File: src/hw/lsu_axi_pkg.sv
`default_nettype none

package lsu_axi_pkg;

    // size codes as carried by the pipeline
    localparam logic [1:0] SIZE_B = 2'd0;
    localparam logic [1:0] SIZE_H = 2'd1;
    localparam logic [1:0] SIZE_W = 2'd2;
    localparam logic [1:0] SIZE_D = 2'd3;

    localparam logic [1:0] RESP_OKAY = 2'b00; // anything else is an error

    // unprivileged, secure, data access
    localparam logic [2:0] PROT_DATA = 3'b000;

    // controller states
    localparam int         STATE_W  = 3;
    localparam logic [2:0] ST_IDLE  = 3'd0;
    localparam logic [2:0] ST_CHECK = 3'd1;
    localparam logic [2:0] ST_AW    = 3'd2;
    localparam logic [2:0] ST_W     = 3'd3;
    localparam logic [2:0] ST_B     = 3'd4;
    localparam logic [2:0] ST_AR    = 3'd5;
    localparam logic [2:0] ST_R     = 3'd6;
    localparam logic [2:0] ST_DONE  = 3'd7;

    typedef struct packed {
        logic        we;    // 1 = store
        logic [63:0] addr;
        logic [1:0]  size;
        logic        uns;   // zero-extend on load
        logic [63:0] wdata; // store data in low bits
    } lsu_req_t;

    typedef struct packed {
        logic [63:0] data;
        logic        err;
    } lsu_rsp_t;

    typedef struct packed {
        logic [63:0] addr; // 8-byte aligned
        logic [2:0]  size;
        logic [2:0]  prot;
    } axi_ax_t;

    typedef struct packed {
        logic [63:0] data;
        logic [7:0]  strb;
        logic        last;
    } axi_w_t;

    typedef struct packed {
        logic [63:0] data;
        logic [1:0]  resp;
        logic        last;
    } axi_r_t;

endpackage

`default_nettype wire

File: src/hw/lane_map.sv
`timescale 1ns/100ps
`default_nettype none

module lane_map (
    input  lsu_axi_pkg::lsu_req_t req_i,
    output logic [7:0]            strb_o,
    output logic [63:0]           wdata_o,
    output logic                  misaligned_o
);

    logic [2:0] offset;
    logic [7:0] mask;

    assign offset = req_i.addr[2:0];

    // byte count mask and alignment rule per size
    always_comb begin
        mask         = 8'hff;
        misaligned_o = 1'b0;
        case (req_i.size)
            lsu_axi_pkg::SIZE_B: begin
                mask         = 8'h01;
                misaligned_o = 1'b0; // bytes always fit
            end
            lsu_axi_pkg::SIZE_H: begin
                mask         = 8'h03;
                misaligned_o = offset[0];
            end
            lsu_axi_pkg::SIZE_W: begin
                mask         = 8'h0f;
                misaligned_o = |offset[1:0];
            end
            lsu_axi_pkg::SIZE_D: begin
                mask         = 8'hff;
                misaligned_o = |offset;
            end
            default: begin
                mask         = 8'hff;
                misaligned_o = 1'b1;
            end
        endcase
    end

    // move mask and data up to the addressed lanes
    always_comb begin
        strb_o  = mask << offset;
        wdata_o = req_i.wdata << {offset, 3'b000};
    end

endmodule

`default_nettype wire

File: src/hw/load_extract.sv
`timescale 1ns/100ps
`default_nettype none

module load_extract (
    input  lsu_axi_pkg::lsu_req_t req_i,
    input  logic [63:0]           rdata_i,
    output logic [63:0]           ldata_o
);

    logic [63:0] shifted;
    logic        sext;

    assign shifted = rdata_i >> {req_i.addr[2:0], 3'b000}; // addressed byte to lane 0
    assign sext    = ~req_i.uns;

    always_comb begin
        case (req_i.size)
            lsu_axi_pkg::SIZE_B: begin
                ldata_o = {{56{sext & shifted[7]}}, shifted[7:0]};
            end
            lsu_axi_pkg::SIZE_H: begin
                ldata_o = {{48{sext & shifted[15]}}, shifted[15:0]};
            end
            lsu_axi_pkg::SIZE_W: begin
                ldata_o = {{32{sext & shifted[31]}}, shifted[31:0]};
            end
            lsu_axi_pkg::SIZE_D: begin
                ldata_o = shifted; // no extension needed
            end
            default: begin
                ldata_o = shifted;
            end
        endcase
    end

endmodule

`default_nettype wire

File: src/hw/lsu_axi_ctrl.sv
`timescale 1ns/100ps
`default_nettype none

module lsu_axi_ctrl (
    input  logic                  clk,
    input  logic                  rst,

    // pipeline request port
    input  logic                  req_valid_i,
    input  lsu_axi_pkg::lsu_req_t req_i,
    output logic                  busy_o,
    output logic                  done_o,
    output lsu_axi_pkg::lsu_rsp_t rsp_o,

    // lane modules
    input  logic                  misaligned_i,
    input  logic [7:0]            strb_i,
    input  logic [63:0]           wdata_i,
    input  logic [63:0]           ldata_i,
    output lsu_axi_pkg::lsu_req_t req_o,

    // AXI write
    output logic                  aw_valid_o,
    input  logic                  aw_ready_i,
    output lsu_axi_pkg::axi_ax_t  aw_o,
    output logic                  w_valid_o,
    input  logic                  w_ready_i,
    output lsu_axi_pkg::axi_w_t   w_o,
    input  logic                  b_valid_i,
    output logic                  b_ready_o,
    input  logic [1:0]            b_resp_i,

    // AXI read
    output logic                  ar_valid_o,
    input  logic                  ar_ready_i,
    output lsu_axi_pkg::axi_ax_t  ar_o,
    input  logic                  r_valid_i,
    output logic                  r_ready_o,
    input  lsu_axi_pkg::axi_r_t   r_i
);

    logic [lsu_axi_pkg::STATE_W-1:0] state;
    lsu_axi_pkg::lsu_req_t           req_q;
    lsu_axi_pkg::lsu_rsp_t           rsp_q;
    lsu_axi_pkg::axi_ax_t            ax;

    logic capture;
    logic aw_hs;
    logic w_hs;
    logic b_hs;
    logic ar_hs;
    logic r_hs;
    logic fault; // misaligned, seen in check

    assign capture = (state == lsu_axi_pkg::ST_IDLE) & req_valid_i;
    assign aw_hs   = aw_valid_o & aw_ready_i;
    assign w_hs    = w_valid_o & w_ready_i;
    assign b_hs    = b_valid_i & b_ready_o;
    assign ar_hs   = ar_valid_o & ar_ready_i;
    assign r_hs    = r_valid_i & r_ready_o;
    assign fault   = (state == lsu_axi_pkg::ST_CHECK) & misaligned_i;

    always_ff @(posedge clk) begin
        if (rst) begin
            state <= lsu_axi_pkg::ST_IDLE;
        end else begin
            case (state)
                lsu_axi_pkg::ST_IDLE: begin
                    if (req_valid_i) state <= lsu_axi_pkg::ST_CHECK;
                end
                lsu_axi_pkg::ST_CHECK: begin
                    if (misaligned_i) begin
                        state <= lsu_axi_pkg::ST_IDLE; // done already shown
                    end else if (req_q.we) begin
                        state <= lsu_axi_pkg::ST_AW;
                    end else begin
                        state <= lsu_axi_pkg::ST_AR;
                    end
                end
                lsu_axi_pkg::ST_AW: begin
                    if (aw_hs) state <= lsu_axi_pkg::ST_W;
                end
                lsu_axi_pkg::ST_W: begin
                    if (w_hs) state <= lsu_axi_pkg::ST_B;
                end
                lsu_axi_pkg::ST_B: begin
                    if (b_hs) state <= lsu_axi_pkg::ST_DONE;
                end
                lsu_axi_pkg::ST_AR: begin
                    if (ar_hs) state <= lsu_axi_pkg::ST_R;
                end
                lsu_axi_pkg::ST_R: begin
                    if (r_hs) state <= lsu_axi_pkg::ST_DONE;
                end
                default: begin
                    state <= lsu_axi_pkg::ST_IDLE;
                end
            endcase
        end
    end

    always_ff @(posedge clk) begin
        if (capture) req_q <= req_i;
    end

    // result of the bus response
    always_ff @(posedge clk) begin
        if (b_hs) begin
            rsp_q.data <= 64'd0;
            rsp_q.err  <= (b_resp_i != lsu_axi_pkg::RESP_OKAY);
        end else if (r_hs) begin
            rsp_q.data <= (r_i.resp == lsu_axi_pkg::RESP_OKAY) ? ldata_i : 64'd0;
            rsp_q.err  <= (r_i.resp != lsu_axi_pkg::RESP_OKAY);
        end
    end

    always_comb begin
        rsp_o = rsp_q;
        if (fault) begin
            rsp_o.data = 64'd0;
            rsp_o.err  = 1'b1;
        end
    end

    assign busy_o = (state != lsu_axi_pkg::ST_IDLE);
    assign done_o = fault | (state == lsu_axi_pkg::ST_DONE);
    assign req_o  = req_q;

    // AW and AR carry the same beat
    assign ax.addr = {req_q.addr[63:3], 3'b000};
    assign ax.size = {1'b0, req_q.size};
    assign ax.prot = lsu_axi_pkg::PROT_DATA;

    assign aw_valid_o = (state == lsu_axi_pkg::ST_AW);
    assign aw_o       = ax;
    assign w_valid_o  = (state == lsu_axi_pkg::ST_W);
    assign w_o.data   = wdata_i;
    assign w_o.strb   = strb_i;
    assign w_o.last   = 1'b1; // single beat
    assign b_ready_o  = (state == lsu_axi_pkg::ST_B);
    assign ar_valid_o = (state == lsu_axi_pkg::ST_AR);
    assign ar_o       = ax;
    assign r_ready_o  = (state == lsu_axi_pkg::ST_R);

endmodule

`default_nettype wire

File: src/hw/lsu_axi_top.sv
`timescale 1ns/100ps
`default_nettype none

module lsu_axi_top (
    input  logic                  clk,
    input  logic                  rst,

    input  logic                  req_valid_i,
    input  lsu_axi_pkg::lsu_req_t req_i,
    output logic                  busy_o,
    output logic                  done_o,
    output lsu_axi_pkg::lsu_rsp_t rsp_o,

    output logic                  aw_valid_o,
    input  logic                  aw_ready_i,
    output lsu_axi_pkg::axi_ax_t  aw_o,
    output logic                  w_valid_o,
    input  logic                  w_ready_i,
    output lsu_axi_pkg::axi_w_t   w_o,
    input  logic                  b_valid_i,
    output logic                  b_ready_o,
    input  logic [1:0]            b_resp_i,

    output logic                  ar_valid_o,
    input  logic                  ar_ready_i,
    output lsu_axi_pkg::axi_ax_t  ar_o,
    input  logic                  r_valid_i,
    output logic                  r_ready_o,
    input  lsu_axi_pkg::axi_r_t   r_i
);

    lsu_axi_pkg::lsu_req_t req_q; // captured request
    logic                  misaligned;
    logic [7:0]            strb;
    logic [63:0]           wdata;
    logic [63:0]           ldata;

    lsu_axi_ctrl i_ctrl (
        .clk          (clk),
        .rst          (rst),
        .req_valid_i  (req_valid_i),
        .req_i        (req_i),
        .busy_o       (busy_o),
        .done_o       (done_o),
        .rsp_o        (rsp_o),
        .misaligned_i (misaligned),
        .strb_i       (strb),
        .wdata_i      (wdata),
        .ldata_i      (ldata),
        .req_o        (req_q),
        .aw_valid_o   (aw_valid_o),
        .aw_ready_i   (aw_ready_i),
        .aw_o         (aw_o),
        .w_valid_o    (w_valid_o),
        .w_ready_i    (w_ready_i),
        .w_o          (w_o),
        .b_valid_i    (b_valid_i),
        .b_ready_o    (b_ready_o),
        .b_resp_i     (b_resp_i),
        .ar_valid_o   (ar_valid_o),
        .ar_ready_i   (ar_ready_i),
        .ar_o         (ar_o),
        .r_valid_i    (r_valid_i),
        .r_ready_o    (r_ready_o),
        .r_i          (r_i)
    );

    lane_map i_lane_map (
        .req_i        (req_q),
        .strb_o       (strb),
        .wdata_o      (wdata),
        .misaligned_o (misaligned)
    );

    load_extract i_load_extract (
        .req_i   (req_q),
        .rdata_i (r_i.data),
        .ldata_o (ldata)
    );

endmodule

`default_nettype wire

File: config.mk
export PLATFORM = sky130hd
export DESIGN_NAME = lsu_axi_top
export DESIGN_NICKNAME = d
export VERILOG_FILES = /design/src/hw/lsu_axi_pkg.sv /design/src/hw/lane_map.sv /design/src/hw/load_extract.sv /design/src/hw/lsu_axi_ctrl.sv /design/src/hw/lsu_axi_top.sv
export SDC_FILE = /design/constraint.sdc
export NUM_CORES = 1
export LEC_CHECK = 0
export ABC_AREA = 1
export BUFFER_PORTS_ARGS = -buffer_cell sky130_fd_sc_hd__buf_2
export CELL_PAD_IN_SITES_DETAIL_PLACEMENT = 1
export CELL_PAD_IN_SITES_GLOBAL_PLACEMENT = 1
export CORE_AREA = 2 2 189 191
export CTS_BUF_LIST = sky130_fd_sc_hd__clkbuf_8
export CTS_CLUSTER_DIAMETER = 80
export CTS_CLUSTER_SIZE = 24
export DETAILED_ROUTE_END_ITERATION = 8
export DIE_AREA = 0 0 191 193
export HOLD_SLACK_MARGIN = 0.1
export MAX_ROUTING_LAYER = met4
export PLACE_DENSITY = 0.8
export SYNTH_ARGS = -nofsm -noshare
export SYNTH_HDL_FRONTEND = slang
export SYNTH_SLANG_ARGS = --single-unit
File: constraint.sdc
create_clock -name clk -period 18.8 [get_ports clk]
set_input_delay 3.76 -clock clk [delete_from_list [all_inputs] [get_ports clk]]
set_output_delay 3.76 -clock clk [all_outputs]
set_load 0.03 [all_outputs]
==> reports/qor.yml, run 1 <==
critical_path:
  end_kind: "output port"
  crit_chain: "buf_12, inv_2, buf_4, o21ai_0, nand3_2, buf_4, nand2_1, inv_1, buf_2"
  cp_common_cell: "buf_4"
  max_stage_delay_ns: 0.70
  critPathSlowestCell: "buf_4"
  critPathArrivalTime_ns: 3.74
  cp.required_ns: 15.04
  critical_path_class: "reg2out"
  ff2ff_setup_slack_ns: 14.95
  cp_max_fo: 136
  cp-start-kind: "register"
clocking:
  worst_skew_pair.late_latency_ns: 0.51
  clock_sinks: 200
  cts_buffer_depth: 2
  clk_pin_slew_ns: 0.10
  cts_tree: "yes"
  post_cts_buffers: 0
  cts_resized: 0
  numCtsBuffers: 17
  cts-root-buf: "clkbuf_8"
  ctsHoldBuffers: 0
  cts_max_level: 4
sta:
  fin_crit_ns: 7.50
  fmax_mhz: 133
  finalCritPeriodShare_pct: 39.9
  setup_viol: 0
  fin_skew_ns: 0.0108
  rsz0062_at_grt: "false"
  timing_worst_slew_pin_value_ns: 1.17
  finalMaxSlewViolations: 0
  hold_viol_final: 0
  slew_headroom_pct: 21.8
  finalSetupTns_ns: 0
floorplan:
  start_util_pct: 34.4
  dieArea_sq_mm: 0.0369
  num_io_pins: 494
  core_area_sq_mm: 0.0350
  die_h_um: 193
  die_w_um: 191
  rows: 69
hold_path:
  min_path_type: "reg2reg"
power:
  internal_power_w: 0.000860
  power_density_mw_per_mm2: 120
  ir_worst_vdd_mv: 0.0777
  combPwrFrac_pct: 48.4
  switching_share_pct: 48.9
  leakage_nw: 7.60
  seqPwrFrac_pct: 35.9
  p_sw_w: 0.000822
  pwr-share-clk_pct: 15.7
job:
  cap_violations: 0
route:
  drt-pass1-iter-count: 5
  routed_wl_mm: 47.4
  drc: 0
  drt_iter0_drc: 676
  met2WireLength_mm: 24.7
  wl_per_cell_um: 19.6
  top_layer: "met4"
  met3WireLength_mm: 2.95
  vias: 11900
  drtAntennaViolNets: 0
  vias_per_cell: 4.90
  wl_met1_mm: 17.9
synthesis:
  synth_enable_flop_cells: 133
  ys_ff_latch: 200
  ys_warn_count: 0
  syn_area_sq_mm: 0.0120
  netlist.area_leader.share_pct: 33.2
  yosysTopAreaCell: "edfxtp_1"
  async_reset_ff_share_pct: 0
  ys_seq_area_share_pct: 44.3
  ys_dominant_reg_cell: "edfxtp_1"
  synthCells: 1644
  synthDistinctLibCells: 30
  synth.avg_cell_area_sq_um: 7.32
  synthTopCellsByArea: "edfxtp_1 33%, nand2_1 21%, dfxtp_1 11%, buf_4 9.4%, nand3_1 5.0%"
global_route:
  grt_first_pass_wirelength_mm: 69.3
  grt.total_usage_pct: 26.0
  grt-ovfl-total: 0
  grt_pass1_vias: 11900
  antenna_found_initial: 21
  grt_max_degree: 137
final_layout:
  drive_gt1_share_pct: 27.5
  nets: 2135
  area_delta_synth_final_pct: 16.5
  postLayoutCoreUtil_pct: 40.1
  layout_commonest_cell: "nand2_1"
  layout_common_cells: "666 x nand2_1, 477 x buf_2, 133 x edfxtp_1"
placed_design:
  place_congestion: 0.920
  port-buffer-count: 477
  dpl.hpwl_mm: 35.5
outcome:
  status: "finished, final reports clean"
## registers in the layout, summed over array words and instances, names as in the netlist
name          cells
i_ctrl.req_o     69
i_ctrl.rsp_q     65
i_ctrl.ar_o      63
i_ctrl.state      3
## final timing paths
path	from	endpoint	cells after the start
worst max register to register	i_ctrl.req_o[68]	i_ctrl.rsp_q[17]	14
worst min-delay path	i_ctrl.rsp_q[25]	i_ctrl.rsp_q[25]	2
worst max-delay path	i_ctrl.req_o[67]	rsp_o[15]	9
worst min register to register	i_ctrl.rsp_q[25]	i_ctrl.rsp_q[25]	2
## stage by stage
step | hold WS, ns | instance area [sq um] | cells | total power, W | setup slack (ns)
4_1_cts | 0.460 | 14000 | 2399 | 0.00169 | 11.22
2_1_floorplan | 0.426 | 12100 | 1657 | 0.00125 | 8.92
5_1_grt | 0.483 | 14000 | 2418 | 0.00178 | 10.92
6_report | 0.457 | 14000 | 2419 | 0.00168 | 11.30
3_5_place_dp | 0.441 | 13600 | 2368 | 0.00143 | 11.80
3_3_place_gp | 0.437 | 13600 | 2368 | 0.00141 | 11.85
## synthesized netlist by cell type, types with 4 or more instances
library cell  count
a21oi_1          65
and2_1            5
buf_1            10
buf_2            45
buf_4           150
buf_6             5
clkbuf_1         32
dfxtp_1          67
edfxtp_1        133
inv_1           111
inv_2             4
mux2i_1          24
nand2_1         667
nand3_1         120
nor2_1           86
o211ai_1          4
o21ai_0          84
o22ai_1           8
o31ai_1           7
## final cells by class
type / instances / area (sq um)
fillers: 4525 / 20900
flip-flops and latches: 200 / 5340
multi-input cells: 1099 / 4770
repair buffers: 492 / 2510
well taps: 461 / 577
inverters: 116 / 437
clock buffers: 17 / 234
clock inverters: 14 / 110
diodes: 20 / 50.0
## cells by family (layout without fill, tap and decap cells)
logic type | after synthesis | after routing | share of synthesized area (%)
flops | 200 | 200 | 44.3
simple gates | 890 | 890 | 29.6
other cells | 2 | 35 | 0.0624
buf+inv | 358 | 639 | 16.6
compound gates | 170 | 170 | 7.42
mux | 24 | 24 | 2.00
## critical path, delay by kind of cell, from the launching register on
family | cells | cell delay (ns)
simple gates | 2 | 0.24
flops | 1 | 0.44
compound gates | 1 | 0.46
buf+inv | 6 | 1.94
## power by group through the flow
stage,combinational (W),sequential (W),clock (W)
2_1_floorplan,0.000637,0.000609,0
5_1_grt,0.000879,0.000611,0.000287
3_5_place_dp,0.000817,0.000611,0
4_1_cts,0.000819,0.000603,0.000272
6_report,0.000815,0.000603,0.000264
3_3_place_gp,0.000803,0.000608,0
## metal layers
layer | track usage [%] | vias up
li1 | - | 5662
met1 | 27.7 | 5689
met2 | 46.1 | 423
met3 | 5.81 | 91
met4 | 11.7 | 0
met5 | - | -
Note: power is estimated with default switching activity, not from simulation.
==> run 2: changes to the inputs <==
CORE_AREA = 2 2 194 196   (was 2 2 189 191)
DIE_AREA = 0 0 196 198   (was 0 0 191 193)
PLACE_DENSITY = 0.76   (was 0.8)
clock period = 7.3 ns   (was 18.8 ns; I/O delays follow)
==> run 2 against run 1 <==
Against the previous run:
- clock power increased to 2.9 times the previous value
- sequential share of layout area shrank 0.18 points
- final cell count is 0.41% higher
- critical path depth is 3 lower
- highest routed layer unchanged
- combinational power rose to 2.6 times the previous value
- via count about the same
- utilization shrank 2.0 points
- non-clock buffer count grew 3
- setup slack lost 8.9 ns
- wire length is essentially flat
==> reports/qor.yml, run 2 (synthesized netlist as in run 1, its figures left out) <==
power:
  leakage_nw: 7.63
  power_density_mw_per_mm2: 313
  ir_worst_vdd_mv: 0.182
global_route:
  grt_max_degree: 87
  grt.total_usage_pct: 24.6
  grt_pass1_vias: 11900
  grt_first_pass_wirelength_mm: 69.4
  grt-ovfl-total: 0
  antenna_found_initial: 16
route:
  drt-pass1-iter-count: 5
  drc: 0
  met3WireLength_mm: 2.56
  drt_iter0_drc: 634
  routed_wl_mm: 47.4
  vias: 11900
  vias_per_cell: 4.88
  met2WireLength_mm: 25.3
  wl_per_cell_um: 19.5
  drtAntennaViolNets: 0
  wl_met1_mm: 18.0
  top_layer: "met4"
floorplan:
  start_util_pct: 32.6
  core_area_sq_mm: 0.0370
  die_w_um: 196
  die_h_um: 198
  dieArea_sq_mm: 0.0388
  rows: 71
  num_io_pins: 494
sta:
  fin_skew_ns: 0.0184
  rsz0062_at_grt: "false"
  fin_crit_ns: 4.87
  setup_viol: 0
  slew_headroom_pct: 25.8
  hold_viol_final: 0
  finalMaxSlewViolations: 0
  fmax_mhz: 206
  finalCritPeriodShare_pct: 66.7
  finalSetupTns_ns: 0
  timing_worst_slew_pin_value_ns: 1.11
placed_design:
  dpl_cell_area_sq_mm: 0.0137
  port-buffer-count: 477
  dpl.hpwl_mm: 35.9
  place_congestion: 0.897
clocking:
  clock_sinks: 200
  clk_pin_slew_ns: 0.11
  cts_tree: "yes"
  worst_skew_pair.late_latency_ns: 0.54
  numCtsBuffers: 17
  cts-root-buf: "clkbuf_8"
  post_cts_buffers: 0
  ctsHoldBuffers: 0
  cts_buffer_depth: 2
  cts_max_level: 4
  cts_resized: 0
critical_path:
  critPathArrivalTime_ns: 3.41
  cp.required_ns: 5.84
  max_stage_delay_ns: 0.74
  critPathSlowestCell: "buf_4"
  cp-start-kind: "register"
  cp_common_cell: "o21ai_0"
  cp_num_buf_inv: 3
  critPathTopFamily: "buffers and inverters"
  critical_path_class: "reg2out"
  crit_chain: "buf_4, buf_4, o21ai_0, o21ai_0, o21ai_0, buf_2"
  cp_max_fo: 72
  end_kind: "output port"
final_layout:
  layout_commonest_cell: "nand2_1"
  layout_common_cells: "666 x nand2_1, 477 x buf_2, 133 x edfxtp_1"
  largest_reg_flops: 69
  fin_area_sq_mm: 0.0141
  drive_gt1_share_pct: 27.9
  area_delta_synth_final_pct: 17.1
  postLayoutCoreUtil_pct: 38.1
  nets: 2138
outcome:
  status: "finished, final reports clean"
hold_path:
  min_path_type: "reg2reg"
job:
  cap_violations: 0
## run 2: cell count changes in the layout (fill, tap and decap cells not counted), sizes merged
cell	change
buf	+3
bufinv	+1
clkinv	-3
clkinvlp	+2
diode	-7
inv	+1
## run 2: final cells by class
cell class / instances / area (sq um)
Clock inverter: 15 / 168
Antenna cell: 13 / 32.5
Fill cell: 4817 / 22900
Inverter: 116 / 437
Clock buffer: 17 / 234
Tap cell: 474 / 593
Sequential cell: 200 / 5340
Multi-Input combinational cell: 1099 / 4770
Timing Repair Buffer: 495 / 2520
## run 2: worst paths after layout
kind                         start          endpoint  slack [ns]  depth (start not counted)
setup / recovery  i_ctrl.req_o[67]           w_o[66]        2.43                          6
hold / removal     i_ctrl.rsp_q[8]   i_ctrl.rsp_q[8]        0.46                          2
setup reg to reg  i_ctrl.req_o[67]  i_ctrl.rsp_q[56]        3.36                         13
hold reg to reg    i_ctrl.rsp_q[8]   i_ctrl.rsp_q[8]        0.46                          2
## run 2: worst min-delay path: cells and delay by family, from the launching register on
family,cells,cell delay [ns]
flops,1,0.32
simple gates,2,0.10
## run 2: stage by stage
| step | std cells | worst slack, ns | hold WS [ns] | power, W |
|---|---|---|---|---|
| detailed placement | 2384 | 2.95 | 0.442 | 0.00367 |
| CTS | 2416 | 2.33 | 0.461 | 0.00445 |
| global placement | 2384 | 3.06 | 0.440 | 0.00364 |
| finish | 2429 | 2.43 | 0.459 | 0.00441 |
| global route | 2427 | 2.06 | 0.471 | 0.00464 |
| floorplan | 1657 | 1.92 | 0.426 | 0.00319 |
## run 2: power breakdown
part | internal, W | switching [W] | total, W | leakage (nW)
registers | 0.00144 | 0.000111 | 0.00155 | 1.81
logic | 0.000509 | 0.00158 | 0.00209 | 5.62
clock network | 0.000312 | 0.000453 | 0.000765 | 0.199
total | 0.00226 | 0.00215 | 0.00441 | 7.63
## run 2: layer usage
layer,GRT usage (%),vias to the layer above
met5,-,-
met4,9.62,0
met3,4.85,77
met2,45.4,394
met1,25.9,5740
li1,-,5649
